--- config.mk ---
export PLATFORM = sky130hd
export DESIGN_NAME = wb_beat_master
export DESIGN_NICKNAME = d
export VERILOG_FILES = /design/src/design/wb_beat_master.sv
export VERILOG_INCLUDE_DIRS = /design/src /design/src/design
export SDC_FILE = /design/constraint.sdc
export NUM_CORES = 1
export LEC_CHECK = 0
export BUFFER_PORTS_ARGS = -buffer_cell sky130_fd_sc_hd__buf_2
export CAP_MARGIN = 20
export CORE_AREA = 4 4 114 116
export DETAILED_ROUTE_END_ITERATION = 10
export DIE_AREA = 0 0 118 120
export PLACE_DENSITY_LB_ADDON = 0.15
export SYNTH_ARGS = -nofsm -noshare
export SYNTH_HDL_FRONTEND = slang
export SYNTH_SLANG_ARGS = --single-unit
--- constraint.sdc ---
create_clock -name clk -period 4 [get_ports clk]
set_input_delay 0.2 -clock clk [delete_from_list [all_inputs] [get_ports clk]]
set_output_delay 0.2 -clock clk [all_outputs]
set_load 0.01 [all_outputs]
--- src/design/huff_mem_config.svh ---
`ifndef HUFF_MEM_CONFIG_SVH
`define HUFF_MEM_CONFIG_SVH

// stage ports sharing the sram
`define HM_NUM_PORTS 4

// bus and item geometry
`define HM_WORD_W 32
`define HM_ITEM_WORDS 4
`define HM_INDEX_W 8

// sram word address space
`define HM_ADDR_W 11
`define HM_SRAM_DEPTH 2048
`define HM_SRAM_WAIT 1 // wait states before each ack

// region bases in word addresses
`define HM_HIST_BASE 11'h000
`define HM_HTREE_BASE 11'h100
`define HM_CB_BASE 11'h400

// htree holds 128 nodes
`define HM_HTREE_MASK 8'h7f

`endif

--- src/design/wb_beat_master.sv ---
`timescale 1ns/1ps
`include "huff_mem_config.svh"

module wb_beat_master (
    input  logic                     clk,
    input  logic                     rst,
    input  logic [`HM_NUM_PORTS-1:0] grant_i,

    // beats from all ports of which only the granted one is taken
    input  logic [`HM_NUM_PORTS-1:0] beat_req_i,
    input  logic [`HM_NUM_PORTS-1:0] beat_we_i,
    input  logic [`HM_ADDR_W-1:0]    beat_adr_i [`HM_NUM_PORTS],
    input  logic [`HM_WORD_W-1:0]    beat_dat_i [`HM_NUM_PORTS],
    output logic                     beat_ack_o,
    output logic [`HM_WORD_W-1:0]    beat_rdata_o,
    output logic                     bus_idle_o,

    // wishbone classic master
    output logic                     wb_cyc_o,
    output logic                     wb_stb_o,
    output logic                     wb_we_o,
    output logic [`HM_ADDR_W-1:0]    wb_adr_o,
    output logic [`HM_WORD_W-1:0]    wb_dat_o,
    input  logic                     wb_ack_i,
    input  logic [`HM_WORD_W-1:0]    wb_dat_i
);

    logic                  sel_req;
    logic                  sel_we;
    logic [`HM_ADDR_W-1:0] sel_adr;
    logic [`HM_WORD_W-1:0] sel_dat;
    logic                  cyc_q;
    logic                  launch;

    // grant is one-hot so an and-or mux is enough
    always_comb begin
        sel_req = 1'b0;
        sel_we  = 1'b0;
        sel_adr = '0;
        sel_dat = '0;
        for (int i = 0; i < `HM_NUM_PORTS; i++) begin
            if (grant_i[i]) begin
                sel_req = sel_req | beat_req_i[i];
                sel_we  = sel_we  | beat_we_i[i];
                sel_adr = sel_adr | beat_adr_i[i];
                sel_dat = sel_dat | beat_dat_i[i];
            end
        end
    end

    // a new cycle only opens once the previous one is closed
    assign launch = !cyc_q && sel_req;

    always_ff @(posedge clk or posedge rst) begin
        if (rst) begin
            cyc_q <= 1'b0;
        end else if (cyc_q && wb_ack_i) begin
            cyc_q <= 1'b0; // stb falls the cycle after ack
        end else if (launch) begin
            cyc_q <= 1'b1;
        end
    end

    // address and data held steady for the whole cycle
    always_ff @(posedge clk) begin
        if (launch) begin
            wb_we_o  <= sel_we;
            wb_adr_o <= sel_adr;
            wb_dat_o <= sel_dat;
        end
    end

    assign wb_cyc_o = cyc_q;
    assign wb_stb_o = cyc_q;

    // ack and read data go back to every port
    assign beat_ack_o   = cyc_q && wb_ack_i;
    assign beat_rdata_o = wb_dat_i;
    assign bus_idle_o   = !cyc_q;

endmodule

==> metrics.md <==
| Metric | Value |
|---|---|
| Status | finished, final reports clean |
| Switching power total | between 0.3 and 0.4 mW |
| Die W | approximately 120 um |
| Total Nets Final | 650 |
| Worst IR Drop VDD | 0.0001620 V |
| First-pass GRT wire length | 15,070 um |
| Layout cell share with drive strength beyond 1 | 0.6898 |
| Max-Cap Viols | 0 |
| CTS max path bufs | 2 |
| HP Class | primary input to register |
| Post-synth top area cell | edfxtp_1 |
| Cell row count | 40 |
| Inst Count DP | 570 |
| Vias per Instance | 4.605 |
| Register area share after synthesis | 0.4517 |
| Post-Place Worst Slack | roughly 2.1 ns |
| Unrepaired setup endpoints after global routing | false |
| Crit path kind | register to register |
| RePlAce Congestion | 0.7524 |
| Synth async-reset ratio | 0.02222 |
| Hold Path Sink | wb_dat_o[23] |
| Crit path capture type | register |
| DR pass1 iterations | 4 |
| Num CTS Buffers | 5 |
| FF-to-FF End | wb_dat_o[10] |
| Max-slew violations | 0 |
| Core Region | 11,910 um2 |
| Synthesis warning total | 0 |
| Clk pwr share | 0.329 |
| R2r setup slk | 2.16 ns |
| Antenna violations before repair | 1 |
| Crit share post-route | 0.4591 |
| Fin cells | between 500 and 600 |
| Filler instances | about 1,200 |
| Hold Path Depth | 3 |
| Post-route cell area | 4051 um2 |
| CTS tree | done |
| Yosys cell types | 12 |
| Placed inst area | 3876 um2 |
| Syn_area_per_cell | ~13 um2 |
| Clock period minus worst slack | 1.836 ns |
| Clock skew | 0.005553 ns |
| CTS H-Tree Depth | 2 |
| Post-route ant nets | 0 |
| Synth top area share | 0.4433 |
| Clock Latency Late Sink | about 0.28 ns |
| Register bit total from synthesis | 45 |
| WP data arrival | about 1.8 ns |
| Starting Density | 0.2502 |
| R2r startpoint | wb_cyc_o |
| Final Worst Setup Slack | 2.164 ns |
| Synth Flop Type | edfxtp_1 |
| GR Overflow Total | 0 |
| Sink Count | 45 |
| Fmax | 544.6 MHz |
| Leakage | 1.806 nW |
| Switch share | 0.2495 |
| Post-route DRC | 0 |
| Worst Setup Start Kind | register |
| Cell internal pwr | 1.021 mW |
| Total GRT Usage | 0.1345 |
| Net Count, Synth | 456 |
| Setup Fix Bufs, Post-CTS | 0 |
| Top cells by area, synth | edfxtp_1 (44%), a22oi_2 (22%), a22oi_1 (9.6%) |
| Sum Neg Setup Slack | 0 ns |
| R2R depth | 2 |
| Endpoints failing setup | 0 |
| Worst rel slew slack | 0.4673 |
| Hold Path Origin | beat_dat_i[87] |
| IO Pins | 299 |
| Comb power frac | 0.240 |
| Hold Fails Final Rpt | 0 |
| Area of the die | 14,160 um2 |
| Detailed placement HPWL | ~8000 um |
| Sequential share of power | 0.431 |
| PwrDens | 335.8 nW/um2 |
| Worst slew pin tran | 0.7973 ns |
| P&R area growth vs syn | 35.94% |
| Top-count cell post-synth | a22oi_2 |
| I/O Buffers | 234 |
| Largest net degree at the start of global routing | 45 |
| Chip Height | 120 um |
| DR iter-0 viols | 55 |
| Routed wire length | about 10,000 um |
| Req. time, crit path | 3.96 ns |
| Hold buffer count at cts | 1 |
| Post-Synthesis Cell Area | roughly 3000 um2 |
| Vias | approximately 2,700 |
| Commonest cells in the netlist | a22oi_2 (52), edfxtp_1 (44), nand2_1 (44) |
| Critical Path Fanout Max | 23 |
| EDFF count, synth | 44 |
| WL/cell | 17.38 um |
| Vias in the first global route | 2,812 |
| CTS root buf | clkbuf_16 |
| Clock-pin slew on the worst setup and hold paths | about 0.06 ns |
| Cells after synthesis | around 240 |
| Post-CTS sizing | 0 |
==> worst max-delay path, stage by stage, from the launching register on <==
cell	delay, ns
dfrtp_1	0.44
a21oi_4	0.64
buf_4	0.42
==> how the worst max path moves through the flow <==
stage / slack, ns / from / cells after the start / end
6_report: 2.16 / wb_cyc_o / 2 / wb_dat_o[10]
5_1_grt: 2.01 / wb_cyc_o / 2 / wb_dat_o[18]
4_1_cts: 2.09 / wb_cyc_o / 2 / wb_dat_o[18]
3_5_place_dp: 2.08 / grant_i[0] / 4 / wb_dat_o[9]
3_3_place_gp: 2.13 / grant_i[0] / 4 / wb_dat_o[9]
2_1_floorplan: 0.89 / grant_i[2] / 3 / wb_adr_o[0]
==> sequential cells by signal (all words and copies together) (netlist names) <==
name and cells:
wb_we_o 1, wb_adr_o 11, wb_cyc_o 1, wb_dat_o 32
==> logic make-up after synthesis <==
group           count (synthesis)  share of synthesized area
buf+inv                        55                     0.1730
flops                          45                     0.4517
compound gates                 92                     0.3178
simple gates                   45                    0.05752
==> stage by stage <==
step                total power [mW]  hold WS (ns)    util
floorplan                     0.8076      -0.07129       -
global placement              0.9268       0.03723  0.3254
detailed placement            0.9307       0.03822  0.3254
CTS                            1.393        0.1929  0.3399
global route                   1.440        0.1969  0.3401
finish                         1.360        0.1991  0.3401
==> layer usage <==
layer	routed length (um)	track usage	part of all wire
met1	3370	0.1365	0.33
met2	5448	0.2469	0.54
met3	814	0.04241	0.081
met4	446	0.07033	0.044
met5	0	0	0
==> power by group through the flow <==
stage | sequential, mW | combinational, mW | clock (mW)
finish | 0.586 | 0.327 | 0.447
global route | 0.591 | 0.361 | 0.488
CTS | 0.587 | 0.336 | 0.470
detailed placement | 0.597 | 0.334 | 0
global placement | 0.595 | 0.332 | 0
floorplan | 0.622 | 0.185 | 0
==> layout by cell type (no fill, tap or decap) <==
master	instances
a21oi_4	1
a22oi_1	38
a22oi_2	52
a31oi_1	1
and2_1	1
buf_2	234
buf_4	5
bufinv_16	1
clkbuf_1	1
clkbuf_16	5
clkinv_1	1
dfrtp_1	1
diode_2	1
dlygate4sd3_1	1
edfxtp_1	44
inv_1	2
nand2_1	44
==> final cells by class <==
cell class                      count  area (um2)  share of cell area
Inverter                            2       7.507            0.001853
Multi-Input combinational cell    137        1130              0.2789
Sequential cell                    45        1346              0.3323
Tap cell                          147       183.9             0.04540
Timing Repair Buffer              240        1219              0.3008
Clock inverter                      2       33.78            0.008338
Clock buffer                        6       128.9             0.03181
Antenna cell                        1       2.502           0.0006177
Note: power is estimated with default switching activity, not from simulation.
