`config.mk`:
```
export PLATFORM = sky130hd
export DESIGN_NAME = stage_select
export DESIGN_NICKNAME = d
export VERILOG_FILES = /design/src/design/huff_mem_pkg.sv /design/src/design/stage_select.sv
export VERILOG_INCLUDE_DIRS = /design/src /design/src/design
export SDC_FILE = /design/constraint.sdc
export NUM_CORES = 1
export LEC_CHECK = 0
export ABC_AREA = 1
export BUFFER_PORTS_ARGS = -buffer_cell sky130_fd_sc_hd__buf_4
export CAP_MARGIN = 25
export CELL_PAD_IN_SITES_DETAIL_PLACEMENT = 1
export CELL_PAD_IN_SITES_GLOBAL_PLACEMENT = 1
export CORE_AREA = 5 5 42 44
export CTS_CLUSTER_SIZE = 30
export DETAILED_ROUTE_END_ITERATION = 6
export DIE_AREA = 0 0 47 49
export PLACE_DENSITY = 0.65
export SETUP_SLACK_MARGIN = 0.1
export SYNTH_ARGS = -nofsm -noshare
export SYNTH_HDL_FRONTEND = slang
export SYNTH_SLANG_ARGS = --single-unit
```
`constraint.sdc`:
```
create_clock -name clk -period 0.96 [get_ports clk]
set_clock_uncertainty 0.1 [all_clocks]
set_input_delay 0.144 -clock clk [delete_from_list [all_inputs] [get_ports clk]]
set_output_delay 0.144 -clock clk [all_outputs]
set_load 0.005 [all_outputs]
```
`src/design/huff_mem_config.svh`:
```
`ifndef HUFF_MEM_CONFIG_SVH
`define HUFF_MEM_CONFIG_SVH

// stage ports sharing the sram
`define HM_NUM_PORTS 4

// bus and item geometry
`define HM_WORD_W 32
`define HM_ITEM_WORDS 4
`define HM_INDEX_W 8

// sram word address space
`define HM_ADDR_W 11
`define HM_SRAM_DEPTH 2048
`define HM_SRAM_WAIT 1 // wait states before each ack

// region bases in word addresses
`define HM_HIST_BASE 11'h000
`define HM_HTREE_BASE 11'h100
`define HM_CB_BASE 11'h400

// htree holds 128 nodes
`define HM_HTREE_MASK 8'h7f

`endif

```
`src/design/huff_mem_pkg.sv`:
```
`include "huff_mem_config.svh"

package huff_mem_pkg;

    // encoder stage as driven by the controller
    typedef enum logic [2:0] {
        ST_IDLE,
        ST_HIST,
        ST_HTREE,
        ST_CODEBOOK,
        ST_TRANSLATE
    } huff_stage_t;

    // word 0 sits in the top 32 bits
    typedef logic [`HM_ITEM_WORDS*`HM_WORD_W-1:0] item_t;

    // ports in order hist, htree, codebook, translate
    localparam int unsigned port_words [`HM_NUM_PORTS] = '{1, 2, 4, 4};

    // translate reads back what codebook wrote
    localparam logic [`HM_ADDR_W-1:0] port_base [`HM_NUM_PORTS] = '{
        `HM_HIST_BASE,
        `HM_HTREE_BASE,
        `HM_CB_BASE,
        `HM_CB_BASE
    };

    localparam logic [`HM_INDEX_W-1:0] port_idx_mask [`HM_NUM_PORTS] = '{
        8'hff, `HM_HTREE_MASK, 8'hff, 8'hff
    };

    localparam huff_stage_t port_stage [`HM_NUM_PORTS] = '{
        ST_HIST, ST_HTREE, ST_CODEBOOK, ST_TRANSLATE
    };

endpackage

```
`src/design/stage_select.sv`:
```
`timescale 1ns/1ps
`include "huff_mem_config.svh"

module stage_select
    import huff_mem_pkg::*;
(
    input  logic                     clk,
    input  logic                     rst,
    input  huff_stage_t              stage_i,
    input  logic [`HM_NUM_PORTS-1:0] req_i,
    input  logic                     bus_idle_i,
    input  logic [`HM_NUM_PORTS-1:0] done_i,
    output logic [`HM_NUM_PORTS-1:0] grant_o
);

    logic [`HM_NUM_PORTS-1:0] owner_req;
    logic                     grant_done;

    // each stage owns at most one port so this is one-hot or zero
    always_comb begin
        for (int i = 0; i < `HM_NUM_PORTS; i++) begin
            owner_req[i] = req_i[i] && (port_stage[i] == stage_i);
        end
    end

    assign grant_done = |(grant_o & done_i);

    // grant sticks until done even when the stage changes mid transfer
    always_ff @(posedge clk or posedge rst) begin
        if (rst) begin
            grant_o <= '0;
        end else if (grant_done) begin
            grant_o <= '0;
        end else if (grant_o == '0 && bus_idle_i) begin
            grant_o <= owner_req; // other requests keep waiting
        end
    end

endmodule

```
==> results.ini, run 1 <==
[status]
status = finished, violations left
violations = setup timing

[logic_synthesis]
synth_seq_cells = 4
synthArstFlopShare_pct = 100
synth_seq_area_share_pct = 37.9
synthesis.nets = 52
yosysTopAreaCell = dfrtp_1
synth_ff_type = dfrtp_1
avgSynthCellArea_um2 = 6.95
netlist_top_cells_area = dfrtp_1, nand2_1, nand3_1
synth_top_cell_area_share_pct = 37.9
synth_common_cells = nand2_1, nand3_1, dfrtp_1
synth_edf_count = 0
yosys_warnings = 0
synthMostInstantiatedCell = nand2_1
syn_area_um2 = 264
ys_types = 10
synthCells = 38

[die]
die_w_um = 47
placementRows = 14
core_mm2 = 0.00140
initial_core_util_pct = 18.8
io_pins = 18
dieArea_mm2 = 0.00230
die_h_um = 49

[timing]
fmax_mhz = 876
slew_headroom_pct = 85.8
fin_ws_ns = -0.182
rsz0062_at_grt = true
setup_viol = 8
final_max_slew_viol_count = 0
worstMarginPinSlew_ns = 0.211
holdWs_ns = 0.0316
hold_viol_final = 0
min_period_over_period_pct = 119
layout_min_cycle_time_ns = 1.14
tns_ns = -1.03

[min_path]
min_to = grant_o[1]
hp-class = primary input to flop
min_from = req_i[1]
min_delay_path_depth = 3

[cells_and_area]
diodes = 0
largest_reg_flops = 4
largestRegisters = grant_o x4
final_area_um2 = 528
drive_gt1_share_pct = 60.3
n_fill_cell = 190
final_nets = 79
regMostFlops = grant_o
stdcell_count = 79
fin_util_pct = 37.7
syn2layout_area_growth_pct = 100

[grt]
antenna_found_initial = 0
gr-total-overflow = 0
grt_pass1_wl_mm = 1.43
grt_pass1_vias = 345
grt_max_degree = 6
grt_usage_pct = 8.61

[clocking]
clock_sinks = 4
clkTransAtPathRegs_ns = 0.04
cts_tree = built
clk_latency_ns = 0.24
ctsRootBufferMaster = clkbuf_4
h-tree-depth = 1
clk_path_buf_depth = 2
cts_inserted_buffers = 3

[place]
dp_slack_ns = -0.114
placed_area_um2 = 424
dpl.cell_count = 72
io_buffers = 17
place_congestion = 0.723

[routing]
final_antenna_net_count = 0
vias = 346
viasPerCell = 4.38
dr.pass1.iters = 1
wl_per_cell_um = 11.1
drc_errors = 0
drtIter0Drc = 0
wl_um = 874

[flow_run]
maxCapViolations = 0

[critical_path]
rrSetupSlack_ns = -0.15
r2r-end = grant_o[1]
end_kind = primary output
crit_buf_inv = 2
start_kind = flop
worst-path-max-fanout = 3
cpPeakStageDelay_ns = 0.43
path_delay_family = flip-flops
crit_type = flop to primary output
r2r_cells = 5
arrival_ns = 0.90
crit_top_cell = buf_6
worstPathCellList = buf_6, buf_6
worstPathRequired_ns = 0.72
r2r-start = grant_o[3]
slowest_stage = dfrtp_2

[power_and_ir_drop]
ir_drop_v = 0.000366
p_leak_nw = 0.280
power_mw = 0.599
power_density_mw_per_mm2 = 1130

==> layer usage <==
layer	part of all wire, %	global-route usage (%)	vias to the layer above	routed length, µm
met5	0	0	-	0
met4	3.3	5.53	0	29
met3	11	3.32	3	97
met2	46	11.5	16	402
met1	39	11.1	155	345
li1	-	-	172	-
==> what timing repair did <==
action	CTS	global route
setup endpoints to repair	8	8
endpoints found under the hold margin	4	0
pin swaps	2	2
gates resized for setup	7	7
buffers inserted	2	1
hold buffers	1	0
==> cells by family (layout without fill, tap and decap cells) <==
group | after synthesis | in the layout | synth area share [%]
DFF | 4 | 4 | 37.9
buffers and inverters | 3 | 28 | 4.27
and+or+nand+nor | 31 | 31 | 57.8
==> power by group <==
| group | internal (mW) | total [mW] | leakage [nW] | switching (mW) |
|---|---|---|---|---|
| clock | 0.141 | 0.220 | 0.0138 | 0.0792 |
| combinational | 0.101 | 0.181 | 0.218 | 0.0796 |
| sequential | 0.181 | 0.199 | 0.0486 | 0.0174 |
| total | 0.423 | 0.599 | 0.280 | 0.176 |
==> worst reg2reg max path, stage by stage, from the launching register on <==
cell and delay (ns):
dfrtp_2 0.44, nand2_1 0.08, nand2_1 0.08, nor2_4 0.17, nand3_1 0.10, nand2_1 0.07
==> area by class of cell <==
cell class / count / area, µm² / share of cell area, %
Inverter: 3 / 11.3 / 2.13
Tap cell: 16 / 20.0 / 3.79
Timing Repair Buffer: 22 / 186 / 35.3
Sequential cell: 4 / 105 / 19.9
Multi-Input combinational cell: 31 / 183 / 34.6
Clock buffer: 3 / 22.5 / 4.27
==> cells in the final DEF, fill, tap and decap left out <==
master         Yosys  final
buf_4              0     16
dfrtp_2            0      4
nor3_1             2      2
nand2_1           13     13
dlygate4sd3_1      0      1
buf_6              0      5
inv_1              2      2
nand3_1            9      5
clkbuf_4           0      3
nor2_4             2      4
nand2_2            1      1
nor2_1             2      2
nand3_2            0      4
inv_2              1      1
==> worst max path at each step <==
| stage | start | end | slack [ns] | depth (start not counted) |
|---|---|---|---|---|
| after floorplan | grant_o[1] | grant_o[0] | -0.04 | 5 |
| after global placement | grant_o[0] | grant_o[1] | -0.10 | 5 |
| after detailed placement | grant_o[1] | grant_o[3] | -0.11 | 5 |
| after CTS | grant_o[1] | grant_o[1] | -0.19 | 2 |
| after global routing | grant_o[3] | grant_o[3] | -0.21 | 5 |
| final | grant_o[1] | grant_o[1] | -0.18 | 2 |
Power figures use the tool's default switching activity.
==> run 2, diff against run 1 <==
PLACE_DENSITY = unset   (was 0.65)
PLACE_DENSITY_LB_ADDON = 0.1   (was unset)
==> run 2 against run 1 <==
  * The run still ends with setup timing left
  * Die area unchanged
  * First-iteration DRC count up 4
  * Global-route usage is 1.1 points higher
  * Count of clock-buffer cells in the layout unchanged
  * Hold slack better by 0.0022 ns
  * Clock power decreased by 4%
  * Core utilization increased by 2.5 points
  * Largest cell class unchanged
  * Highest routed layer unchanged
==> results.ini, run 2 (synthesis gave the netlist of run 1 again) <==
[status]
status = finished, violations left
violations = setup timing

[cells_and_area]
largest_reg_flops = 4
final_nets = 81
regMostFlops = grant_o
diodes = 0
most-common-layout-cells = buf_4, nand2_1, nand3_2
drive_gt1_share_pct = 69.2
final_common_cell = buf_4
final_area_um2 = 563
fin_util_pct = 40.2
syn2layout_area_growth_pct = 113
largestRegisters = grant_o x4

[power_and_ir_drop]
ir_drop_v = 0.000566
power_density_mw_per_mm2 = 1080
p_clk_share_pct = 34.8
combPwrFrac_pct = 32.7
seq_power_share_pct = 32.4
intPower_mw = 0.431
p_leak_nw = 0.291
p_sw_mw = 0.177
power_mw = 0.608
switching_share_pct = 29.1

[die]
placementRows = 14
die_w_um = 47
dieArea_mm2 = 0.00230
die_h_um = 49
core_mm2 = 0.00140
initial_core_util_pct = 18.8
io_pins = 18

[critical_path]
worstPathRequired_ns = 0.72
crit_buf_inv = 2
end_kind = primary output
arrival_ns = 0.89
crit_type = flop to primary output
cpPeakStageDelay_ns = 0.43
crit_top_cell = buf_6
worstPathCellList = buf_6, buf_6
start_kind = flop
worst-path-max-fanout = 4
path_delay_family = flip-flops
slowest_stage = dfrtp_2

[routing]
vias = 366
viasPerCell = 4.52
drtIter0Drc = 4
wl_um = 927
final_antenna_net_count = 0
wl_per_cell_um = 11.4
dr.pass1.iters = 2
drc_errors = 0

[place]
placed_area_um2 = 439
io_buffers = 17
dp_hpwl_um = 768
place_congestion = 0.699

[min_path]
hp-class = primary input to flop

[flow_run]
maxCapViolations = 0

[grt]
grt_usage_pct = 9.74
grt_max_degree = 6
antenna_found_initial = 0
gr-total-overflow = 0
grt_pass1_vias = 356
grt_pass1_wl_mm = 1.47

[timing]
holdWs_ns = 0.0338
fmax_mhz = 878
hold_viol_final = 0
final_max_slew_viol_count = 0
worstMarginPinSlew_ns = 0.234
layout_min_cycle_time_ns = 1.14
min_period_over_period_pct = 119
fin_ws_ns = -0.179
rsz0062_at_grt = true
slew_headroom_pct = 84.3
setup_viol = 8

[clocking]
h-tree-depth = 1
clk_latency_ns = 0.24
clk_path_buf_depth = 2
cts_inserted_buffers = 3
clkTransAtPathRegs_ns = 0.04
ctsRootBufferMaster = clkbuf_4
cts_tree = built
clock_sinks = 4

run 2: final cells by class:
type                            instances  area, µm²
Timing Repair Buffer                   24        205
Clock buffer                            3       22.5
Multi-Input combinational cell         31        200
Inverter                                3       11.3
Sequential cell                         4        104
Tap cell                               16       20.0
Fill cell                             175        838
run 2: per-stage QoR:
step,setup TNS (ns),std cells,setup WS (ns)
final,-1.09,81,-0.179
after global routing,-1.54,81,-0.238
after CTS,-1.14,80,-0.180
after detailed placement,-0.446,74,-0.126
after global placement,-0.409,74,-0.109
after floorplan,-0.165,38,-0.0449
run 2: routing by layer:
layer / track usage, % / vias to the layer above / part of all wire [%]
li1: - / 178 / -
met1: 9.73 / 170 / 37
met2: 14.5 / 14 / 52
met3: 4.43 / 4 / 6.9
met4: 8.29 / 0 / 4.3
met5: 0 / - / 0
run 2: power by group through the flow:
stage | clock network [mW] | registers, mW | logic, mW
finish | 0.212 | 0.197 | 0.199
global route | 0.232 | 0.199 | 0.222
CTS | 0.224 | 0.194 | 0.191
detailed placement | 0 | 0.194 | 0.158
global placement | 0 | 0.194 | 0.158
floorplan | 0 | 0.193 | 0.0708
run 2: worst paths after layout:
kind,depth (start not counted),endpoint,startpoint,slack (ns)
setup / recovery,2,grant_o[1],grant_o[1],-0.18
max in group asynchronous,3,grant_o[3],rst,0.33
min in group asynchronous,3,grant_o[1],rst,0.25
setup reg to reg,5,grant_o[1],grant_o[1],-0.15
hold reg to reg,3,grant_o[2],grant_o[2],0.57
hold / removal,3,grant_o[1],req_i[1],0.03
run 2: repair_timing:
action	CTS	global route
buffers inserted	2	1
pin swaps	9	8
hold buffers	1	0
resized for setup	13	6
setup endpoints to repair	8	8
endpoints found under the hold margin	4	0
run 2: worst register-to-register path, stage by stage (launching register included):
cell and delay [ns]:
dfrtp_2 0.43, nand2_1 0.09, nand2_2 0.06, nor2_4 0.19, nand3_1 0.10, nand2_1 0.07
