===== src/design/huff_mem_config.svh =====
`ifndef HUFF_MEM_CONFIG_SVH
`define HUFF_MEM_CONFIG_SVH

// stage ports sharing the sram
`define HM_NUM_PORTS 4

// bus and item geometry
`define HM_WORD_W 32
`define HM_ITEM_WORDS 4
`define HM_INDEX_W 8

// sram word address space
`define HM_ADDR_W 11
`define HM_SRAM_DEPTH 2048
`define HM_SRAM_WAIT 1 // wait states before each ack

// region bases in word addresses
`define HM_HIST_BASE 11'h000
`define HM_HTREE_BASE 11'h100
`define HM_CB_BASE 11'h400

// htree holds 128 nodes
`define HM_HTREE_MASK 8'h7f

`endif


===== src/design/huff_mem_pkg.sv =====
`include "huff_mem_config.svh"

package huff_mem_pkg;

    // encoder stage as driven by the controller
    typedef enum logic [2:0] {
        ST_IDLE,
        ST_HIST,
        ST_HTREE,
        ST_CODEBOOK,
        ST_TRANSLATE
    } huff_stage_t;

    // word 0 sits in the top 32 bits
    typedef logic [`HM_ITEM_WORDS*`HM_WORD_W-1:0] item_t;

    // ports in order hist, htree, codebook, translate
    localparam int unsigned port_words [`HM_NUM_PORTS] = '{1, 2, 4, 4};

    // translate reads back what codebook wrote
    localparam logic [`HM_ADDR_W-1:0] port_base [`HM_NUM_PORTS] = '{
        `HM_HIST_BASE,
        `HM_HTREE_BASE,
        `HM_CB_BASE,
        `HM_CB_BASE
    };

    localparam logic [`HM_INDEX_W-1:0] port_idx_mask [`HM_NUM_PORTS] = '{
        8'hff, `HM_HTREE_MASK, 8'hff, 8'hff
    };

    localparam huff_stage_t port_stage [`HM_NUM_PORTS] = '{
        ST_HIST, ST_HTREE, ST_CODEBOOK, ST_TRANSLATE
    };

endpackage


===== src/design/region_port.sv =====
`timescale 1ns/1ps
`include "huff_mem_config.svh"

module region_port
    import huff_mem_pkg::*;
#(
    parameter int PORT_ID = 0
) (
    input  logic                   clk,
    input  logic                   rst,
    input  logic                   grant_i,
    input  logic                   req_i,
    input  logic                   we_i,
    input  logic [`HM_INDEX_W-1:0] index_i,
    input  item_t                  wdata_i,

    output logic                   beat_req_o,
    output logic                   beat_we_o,
    output logic [`HM_ADDR_W-1:0]  beat_adr_o,
    output logic [`HM_WORD_W-1:0]  beat_dat_o,
    input  logic                   beat_ack_i,
    input  logic [`HM_WORD_W-1:0]  beat_rdata_i,

    output item_t                  rdata_o,
    output logic                   done_o
);

    localparam int unsigned WORDS = port_words[PORT_ID];
    localparam logic [`HM_ADDR_W-1:0] BASE = port_base[PORT_ID];
    localparam logic [`HM_INDEX_W-1:0] IDX_MASK = port_idx_mask[PORT_ID];
    localparam logic [1:0] LAST_BEAT = 2'(WORDS - 1);
    // unused upper words of the item are skipped on writes
    localparam int unsigned PAD = `HM_WORD_W * (`HM_ITEM_WORDS - WORDS);

    typedef enum logic [1:0] {
        P_IDLE,
        P_BEAT,
        P_DONE
    } port_state_t;

    port_state_t            state;
    logic [1:0]             beat_q;
    logic [`HM_INDEX_W-1:0] idx_q;
    logic                   we_q;
    item_t                  dat_q;
    logic                   start;
    logic                   beat_hit;

    assign start    = (state == P_IDLE) && grant_i && req_i;
    assign beat_hit = (state == P_BEAT) && grant_i && beat_ack_i;

    always_ff @(posedge clk or posedge rst) begin
        if (rst) begin
            state  <= P_IDLE;
            beat_q <= '0;
        end else begin
            case (state)
                P_IDLE: begin
                    if (start) begin
                        state  <= P_BEAT;
                        beat_q <= '0;
                    end
                end
                P_BEAT: begin
                    if (beat_hit) begin
                        beat_q <= beat_q + 2'd1;
                        if (beat_q == LAST_BEAT) state <= P_DONE;
                    end
                end
                default: state <= P_IDLE; // done lasts one cycle
            endcase
        end
    end

    // item and index captured once per transfer
    always_ff @(posedge clk) begin
        if (start) begin
            idx_q <= index_i & IDX_MASK;
            we_q  <= we_i;
            dat_q <= wdata_i << PAD;
            if (!we_i) rdata_o <= '0;
        end else if (beat_hit) begin
            dat_q <= dat_q << `HM_WORD_W; // next word to the top
            if (!we_q) begin
                rdata_o <= {rdata_o[`HM_ITEM_WORDS*`HM_WORD_W-`HM_WORD_W-1:0], beat_rdata_i};
            end
        end
    end

    // base + index * words + beat
    assign beat_adr_o = BASE + (`HM_ADDR_W'(idx_q) * `HM_ADDR_W'(WORDS))
                      + `HM_ADDR_W'(beat_q);

    assign beat_req_o = (state == P_BEAT);
    assign beat_we_o  = we_q;
    assign beat_dat_o = dat_q[`HM_ITEM_WORDS*`HM_WORD_W-1 -: `HM_WORD_W];
    assign done_o     = (state == P_DONE);

endmodule


===== config.mk =====
export PLATFORM = sky130hd
export DESIGN_NAME = region_port
export DESIGN_NICKNAME = d
export VERILOG_FILES = /design/src/design/huff_mem_pkg.sv /design/src/design/region_port.sv
export VERILOG_INCLUDE_DIRS = /design/src /design/src/design
export SDC_FILE = /design/constraint.sdc
export NUM_CORES = 1
export LEC_CHECK = 0
export BUFFER_PORTS_ARGS = -buffer_cell sky130_fd_sc_hd__buf_2
export CORE_AREA = 2 2 134 136
export CTS_CLUSTER_DIAMETER = 150
export DETAILED_ROUTE_END_ITERATION = 10
export DIE_AREA = 0 0 136 138
export GPL_TIMING_DRIVEN = 0
export PLACE_DENSITY = 0.67
export SLEW_MARGIN = 25
export SYNTH_ARGS = -nofsm -noshare
export SYNTH_HDL_FRONTEND = slang
export SYNTH_SLANG_ARGS = --single-unit
export TNS_END_PERCENT = 5

===== constraint.sdc =====
create_clock -name clk -period 16.42 [get_ports clk]
set_clock_uncertainty 0.1 [all_clocks]
set_input_delay 1.642 -clock clk [delete_from_list [all_inputs] [get_ports clk]]
set_output_delay 1.642 -clock clk [all_outputs]
set_load 0.02 [all_outputs]

==> impl_results.md, run 1 <==
* Die area at 0.0188 mm²
* Drt initial violations at 144
* Origin of the critical flop-to-flop path: state[1]$_DFFE_PP0P_
* Number of max-cap violations at 0
* Outcome: complete, no violations
* DR WL/cell at 15.8 µm
* Largest net degree at the start of global routing at 57
* Leak pwr at 3.65 nW
* Clk sinks at 173
* Post-route minimum period at 3.66 ns
* CTS tree: yes
* Die H at 138 µm
* Post-Syn Area at 0.00661 mm²
* Post-route clock period utilization at 0.223
* Clk_lat worst skew at 0.41 ns
* Die width at 136 µm
* Slew at the pin with the worst max-slew slack at 0.525 ns
* Synthesized area per cell at 16.9 µm²
* Worst EP required at 14.68 ns
* WL final at 14300 µm
* Min-delay src: rdata_o[85]$_SDFFCE_PP0P_
* # setup viols final at 0
* Worst R2R Setup Slack at 13.87 ns
* Post-layout instance area at 0.00884 mm²
* Post-synthesis cell count at 391
* Rows at 49
* Count of cell types in the netlist at 26
* CP Class: flop to output port
* RR Endpoint: rdata_o[58]$_SDFFCE_PP0P_
* Sequential fraction of the synthesis area at 0.783
* Worst path cell trace: ha_1 -> fa_1 -> nand2_1 -> xnor2_1 -> buf_2
* CTS max path bufs at 2
* CORE AREA at 0.0175 mm²
* Yosys warns at 0
* Final ANT Viol Nets at 0
* Max-slew headroom at 0.650
* Hold_buf cts at 0
* RSZ-0062 raised after global routing: no
* Final Total Pwr at 1.23 mW
* Vias at 3932
* GPL Wtd Cong at 0.756
* Placed instance area at 0.00823 mm²
* Post-route DRC at 0
* GRT Total Usage at 0.153
* Crit path launch type: flop
* Fraction of layout cells with a size suffix above 1 at 0.445
* FF+latch count, synth at 173
* Num ports at 348
* CP max-delay cell: fa_1
* Post-cts sizing count at 0
* TNS Setup at 0 ns
* Max stage delay on crit path at 0.43 ns
* HPWL Detailed at 11000 µm
* Global-route wire length before repair at 21800 µm
* Element type at the critical path end: output port
* Fin. max-slew vios at 0
* Num CTS Buffers at 17
* Vias in the first global route at 4043
* Hold Path End: rdata_o[117]$_SDFFCE_PP0P_
* Clock root buffer: clkbuf_16
* R2R cell count at 6
* Final-report hold violation count at 0
* Final nets at 842
* Antenna violations before repair at 0
* Number of vias per cell at 4.34
* Hold path depth at 1
* Clk slew on worst S/H paths at 0.07 ns
* IO Port Bufs at 249
* Fillcell total at 1537
* Max frequency at 274 MHz
* Buffers inserted by post-CTS timing repair at 0
* CP Data Arrival Time at 1.91 ns
* Starting Density at 0.377
* Grt ovf at 0
* Power Dens Cells at 139 mW/mm²
* P&R area growth vs syn at 33.7%
* Max IR drop VDD at 65.9 µV
* DRT Pass-1 Iters at 4
* Hold_ws at 0.454 ns
* Antenna Cells at 0
* Hold WC Path Type: flop to flop
* Max FO, Critical Path at 4
* # H-tree levels at 4
synthesized netlist by cell type:
| cell | n | share of area |
|---|---|---|
| xor2_1 | 1 | 0.0013 |
| and2_1 | 33 | 0.031 |
| nand4_1 | 1 | 0.00095 |
| nand2b_1 | 1 | 0.00095 |
| nor3b_2 | 1 | 0.0019 |
| fa_1 | 1 | 0.0030 |
| nor2_1 | 3 | 0.0017 |
| and4bb_2 | 1 | 0.0019 |
| nand2_1 | 4 | 0.0023 |
| clkbuf_1 | 8 | 0.0045 |
| buf_2 | 8 | 0.0061 |
| and4_1 | 1 | 0.0013 |
| xnor2_1 | 5 | 0.0066 |
| conb_1 | 1 | 0.00057 |
| nor2b_1 | 97 | 0.092 |
| mux2_2 | 1 | 0.0017 |
| inv_1 | 4 | 0.0023 |
| nand3_1 | 3 | 0.0023 |
| mux2i_1 | 3 | 0.0045 |
| edfxtp_1 | 169 | 0.77 |
| ha_1 | 3 | 0.0057 |
| and2b_1 | 32 | 0.036 |
| buf_4 | 2 | 0.0023 |
| buf_6 | 2 | 0.0034 |
| a21o_1 | 2 | 0.0023 |
| dfrtp_1 | 4 | 0.015 |
routing by layer:
metal	up-vias	GRT usage	wire, µm
li1	1903	-	-
met1	1844	0.175	5580
met2	170	0.261	7110
met3	15	0.0601	1390
met4	0	0.0521	214
met5	-	0	0
placed cells by master (no fill, tap or decap), drive strengths merged, types with 2 or more instances in the layout:
| cell type | n |
|---|---|
| a21o | 2 |
| and2 | 33 |
| and2b | 32 |
| buf | 265 |
| bufinv | 2 |
| clkbuf | 29 |
| clkinv | 5 |
| conb | 2 |
| dfrtp | 4 |
| edfxtp | 169 |
| ha | 3 |
| inv | 7 |
| mux2i | 3 |
| nand2 | 4 |
| nand3 | 3 |
| nor2 | 3 |
| nor2b | 97 |
| xnor2 | 5 |
worst max-delay path: cells and delay by family (launching register included):
kind          cells  cell delay (ns)
buf+inv           1             0.19
flops             1             0.41
simple gates      1             0.12
xor+xnor          1             0.12
fa+ha+maj         2             0.67
sequential cells by signal, indices dropped and copies added (netlist names):
name,flops
dat_q,32
beat_q,2
rdata_o,128
idx_q,8
beat_we_o,1
state,2
logic make-up after synthesis:
logic type	count (synthesis)	synth area share
buffers and inverters	24	0.0186
AOI/OAI and AO/OA	2	0.00227
DFF	173	0.783
muxes	4	0.00625
other	1	0.000567
xor gates and xnor gates	6	0.00795
adders and majority gates	4	0.00871
and+or+nand+nor	177	0.173
cell type report:
class                           instances  area (µm²)  share of cell area
Buffer                                 20         108              0.0122
Inverter                                4        15.0             0.00170
Timing Repair Buffer                  253        1320               0.149
Multi-Input combinational cell        195        1320               0.150
Clock inverter                         11         130              0.0147
Tap cell                              229         287              0.0324
Clock buffer                           21         480              0.0544
Sequential cell                       173        5170               0.586
report_power, final:
part | internal [mW] | switching, mW
logic | 0.0860 | 0.155
registers | 0.559 | 0.0204
clock network | 0.242 | 0.163
total | 0.888 | 0.338
worst max path at each step:
| stage | from | endpoint | slack [ns] | cells after the start |
|---|---|---|---|---|
| floorplan | beat_ack_i | rdata_o[0]$_SDFFCE_PP0P_ | 9.57 | 3 |
| global placement | beat_ack_i | rdata_o[61]$_SDFFCE_PP0P_ | 8.08 | 4 |
| detailed placement | grant_i | rdata_o[23]$_SDFFCE_PP0P_ | 12.56 | 7 |
| CTS | beat_q[0]$_DFFE_PP0P_ | beat_adr_o[6] | 12.74 | 5 |
| global route | beat_q[0]$_DFFE_PP0P_ | beat_adr_o[6] | 12.68 | 5 |
| finish | beat_q[0]$_DFFE_PP0P_ | beat_adr_o[6] | 12.76 | 5 |
stage by stage:
| stage | setup slack, ns | std cells | util |
|---|---|---|---|
| floorplan | 9.57 | 392 | - |
| detailed placement | 12.56 | 874 | 0.469 |
| CTS | 12.74 | 906 | 0.504 |
| global placement | 8.08 | 870 | 0.465 |
| global route | 12.68 | 906 | 0.504 |
| finish | 12.76 | 906 | 0.504 |
No activity file was read; power rests on OpenSTA's default activity.
==> run 2, diff against run 1 <==
--- a/config.mk
+++ b/config.mk
@@ -6,13 +6,14 @@
 export SDC_FILE = /design/constraint.sdc
 export NUM_CORES = 1
 export LEC_CHECK = 0
+export ABC_AREA = 1
 export BUFFER_PORTS_ARGS = -buffer_cell sky130_fd_sc_hd__buf_2
-export CORE_AREA = 2 2 134 136
+export CORE_AREA = 2 2 133 135
 export CTS_CLUSTER_DIAMETER = 150
 export DETAILED_ROUTE_END_ITERATION = 10
-export DIE_AREA = 0 0 136 138
+export DIE_AREA = 0 0 135 137
 export GPL_TIMING_DRIVEN = 0
-export PLACE_DENSITY = 0.67
+export PLACE_DENSITY = 0.69
 export SLEW_MARGIN = 25
 export SYNTH_ARGS = -nofsm -noshare
 export SYNTH_HDL_FRONTEND = slang
==> constraint.sdc (replaced) <==
create_clock -name clk -period 3.4 [get_ports clk]
set_clock_uncertainty 0.1 [all_clocks]
set_input_delay 0.34 -clock clk [delete_from_list [all_inputs] [get_ports clk]]
set_output_delay 0.34 -clock clk [all_outputs]
set_load 0.02 [all_outputs]
==> impl_results.md, run 2 <==
* Outcome: complete, no violations
* Die width at 135 µm (-0.74%)
* Largest Register: rdata_o
* Post-synth ARST share at 0.0231 (unchanged)
* Post-route DRC at 0 (unchanged)
* CORE AREA at 0.0171 mm² (-2.7%)
* Leak pwr at 4.45 nW (+22%)
* Die area at 0.0185 mm² (-1.5%)
* Max FO, Critical Path at 3 (-1)
* Final-report hold violation count at 0 (unchanged)
* Clk_lat worst skew at 0.42 ns (about the same)
* Commonest non-fill, non-tap cell in the layout: buf_2
* Fraction of layout cells with a size suffix above 1 at 0.352 (-0.0929)
* Placed instance area at 0.00860 mm² (+4.5%)
* Largest net degree at the start of global routing at 33 (-42%)
* EDFF count, synth at 169 (unchanged)
* Crit path launch type: flop
* CP Data Arrival Time at 1.96 ns (+0.05 ns)
* Max FFs per register at 128 (unchanged)
* Clock root buffer: clkbuf_16
* P&R area growth vs syn at 33.7% (about the same)
* CTS tree: yes
* Rows at 48 (-2.0%)
* TNS Setup at 0 ns (unchanged)
* Slew at the pin with the worst max-slew slack at 0.707 ns (+0.182 ns)
* Worst path cell trace: ha_1 -> fa_1 -> nand2_1 -> nor2_1 -> xor2_1 -> buf_2
* Element type at the critical path end: output port
* Max IR drop VDD at 315 µV (+380%)
* CP top delay family: adder cells
* Hold WC Path Type: primary input to flop
* HPWL Detailed at 11000 µm (+0.70%)
* CTS max path bufs at 2 (unchanged)
* Final ANT Viol Nets at 0 (unchanged)
* Num ports at 348 (unchanged)
* Post-route minimum period at 2.40 ns
* Vias in the first global route at 4454 (+10%)
* DR WL/cell at 13.5 µm (-14%)
* Post-Syn Area at 0.00689 mm² (+4.2%)
* Post-route clock period utilization at 0.706
* # H-tree levels at 4 (unchanged)
* Vias at 4587 (+17%)
* Leading cell types in the layout, fill and taps excluded: 251 x buf_2, 172 x inv_1, 169 x edfxtp_1
* Number of max-cap violations at 0 (unchanged)
* Post-synthesis cell count at 577 (+48%)
* Grt ovf at 0 (unchanged)
* Starting Density at 0.404 (+0.0268)
* Most common cell in the netlist: inv_1
* Buffers inserted by post-CTS timing repair at 0 (unchanged)
* Number of vias per cell at 4.18 (-3.7%)
* Final nets at 1039 (+23%)
* Clk slew on worst S/H paths at 0.06 ns (about the same)
* # setup viols final at 0 (unchanged)
* Antenna Cells at 0 (unchanged)
* WL final at 14900 µm (+4.0%)
* Post-cts sizing count at 0 (unchanged)
* Top cells by count, synth: 172 x inv_1, 169 x edfxtp_1, 167 x nor2_1
* Max-slew headroom at 0.527 (-0.123)
* Num CTS Buffers at 17 (unchanged)
* Place WS at 0.977 ns (-11.58 ns)
* Post-layout instance area at 0.00921 mm² (+4.2%)
* Hold_buf cts at 9 (+9)
* Power Dens Cells at 651 mW/mm² (+370%)
* WP buf/inv at 1 (unchanged)
* Leading area contributor after synthesis: edfxtp_1
* GRT Total Usage at 0.161 (+0.00746)
* CP Class: flop to output port
* Setup WS post-layout at 0.999 ns (-11.77 ns)
* Biggest regs: rdata_o: 128 flops, dat_q: 32 flops, idx_q: 8 flops
* Yosys warns at 0 (unchanged)
* Count of cell types in the netlist at 18 (-31%)
* Worst EP required at 2.96 ns (-11.72 ns)
* CP max-delay cell: dfrtp_1
* Top_reg_cell synth: edfxtp_1
* Antenna violations before repair at 0 (unchanged)
* Die H at 137 µm (-0.72%)
* Global-route wire length before repair at 22400 µm (+2.4%)
* Max frequency at 416 MHz
* Share of the synthesized area in the top cell type at 0.737 (-0.0308)
* DRT Pass-1 Iters at 7 (+3)
* Clk sinks at 173 (unchanged)
* Synthesized area per cell at 11.9 µm² (-29%)
* Max stage delay on crit path at 0.40 ns (-0.03 ns)
* Fin. max-slew vios at 0 (unchanged)
* IO Port Bufs at 249 (unchanged)
* FF+latch count, synth at 173 (unchanged)
* Hold_ws at 0.0624 ns (-0.392 ns)
* RSZ-0062 raised after global routing: no
* Drt initial violations at 209 (+45%)
* GPL Wtd Cong at 0.801 (+6.0%)
* Synth area leaders: edfxtp_1 74%, inv_1 9.4%, nor2_1 9.1%
* Sequential fraction of the synthesis area at 0.752 (-0.0314)
==> run 2: changes by cell type after synthesis, sizes merged, moves of 5 or more <==
| cell | delta |
|---|---|
| inv | +169 |
| clkbuf | -8 |
| buf | +8 |
| and2b | -32 |
| nand2 | +20 |
| nor2b | -97 |
| xnor2 | -5 |
| nor2 | +164 |
| and2 | -33 |
==> run 2: where the power goes <==
group	total (mW)	internal, mW	switching [mW]
sequential	2.87	2.76	0.111
combinational	1.38	0.459	0.916
clock	1.75	0.934	0.817
==> run 2: worst paths after layout <==
| kind | end | depth (start not counted) | from | slack (ns) |
|---|---|---|---|---|
| min | beat_we_o$_DFFE_PP_ | 1 | we_i | 0.06 |
| max in group asynchronous | beat_q[0]$_DFFE_PP0P_ | 3 | rst | 2.79 |
| min in group asynchronous | beat_q[1]$_DFFE_PP0P_ | 3 | rst | 0.25 |
| max | beat_adr_o[4] | 6 | beat_q[0]$_DFFE_PP0P_ | 1.0 |
| min reg2reg | beat_q[0]$_DFFE_PP0P_ | 2 | beat_q[0]$_DFFE_PP0P_ | 0.44 |
| max reg2reg | rdata_o[67]$_SDFFCE_PP0P_ | 7 | state[0]$_DFFE_PP0P_ | 1.03 |
==> run 2: final cells by class <==
cell class                 count  area [µm²]
buffer                        20         190
clock buffer                  18         429
clock inverter                13        91.3
fill                        1478        7850
inverter                     173         649
multi-input combinational    212         888
sequential                   173        5170
tap                          225         282
timing repair buffer         264        1500
==> run 2: per-stage QoR <==
stage	std cells	power [mW]	utilization
3_3_place_gp	1052	4.22	0.494
5_1_grt	1098	6.31	0.540
4_1_cts	1098	6.08	0.540
6_report	1098	6.00	0.540
2_1_floorplan	578	3.77	-
3_5_place_dp	1058	4.31	0.504
==> run 2: kinds of logic (layout without fill, tap and decap cells) <==
| group | after synthesis | count (layout) | share of synthesized area |
|---|---|---|---|
| AO/OA/AOI/OAI | 2 | 2 | 0.00145 |
| XOR/XNOR | 2 | 2 | 0.00254 |
| adder cells (fa/ha/maj) | 4 | 4 | 0.00836 |
| buffers and inverters | 193 | 488 | 0.122 |
| flip-flops | 173 | 173 | 0.752 |
| other | 1 | 2 | 0.000545 |
| AND/OR/NAND/NOR | 202 | 202 | 0.114 |
==> run 2: per-layer routing <==
layer	track usage	wire (µm)	vias to the layer above	part of all wire
met2	0.272	7220	207	0.49
met5	0	0	-	0
met1	0.186	5930	2061	0.40
met4	0.0434	87	0	0.0059
met3	0.0719	1630	7	0.11
li1	-	-	2312	-
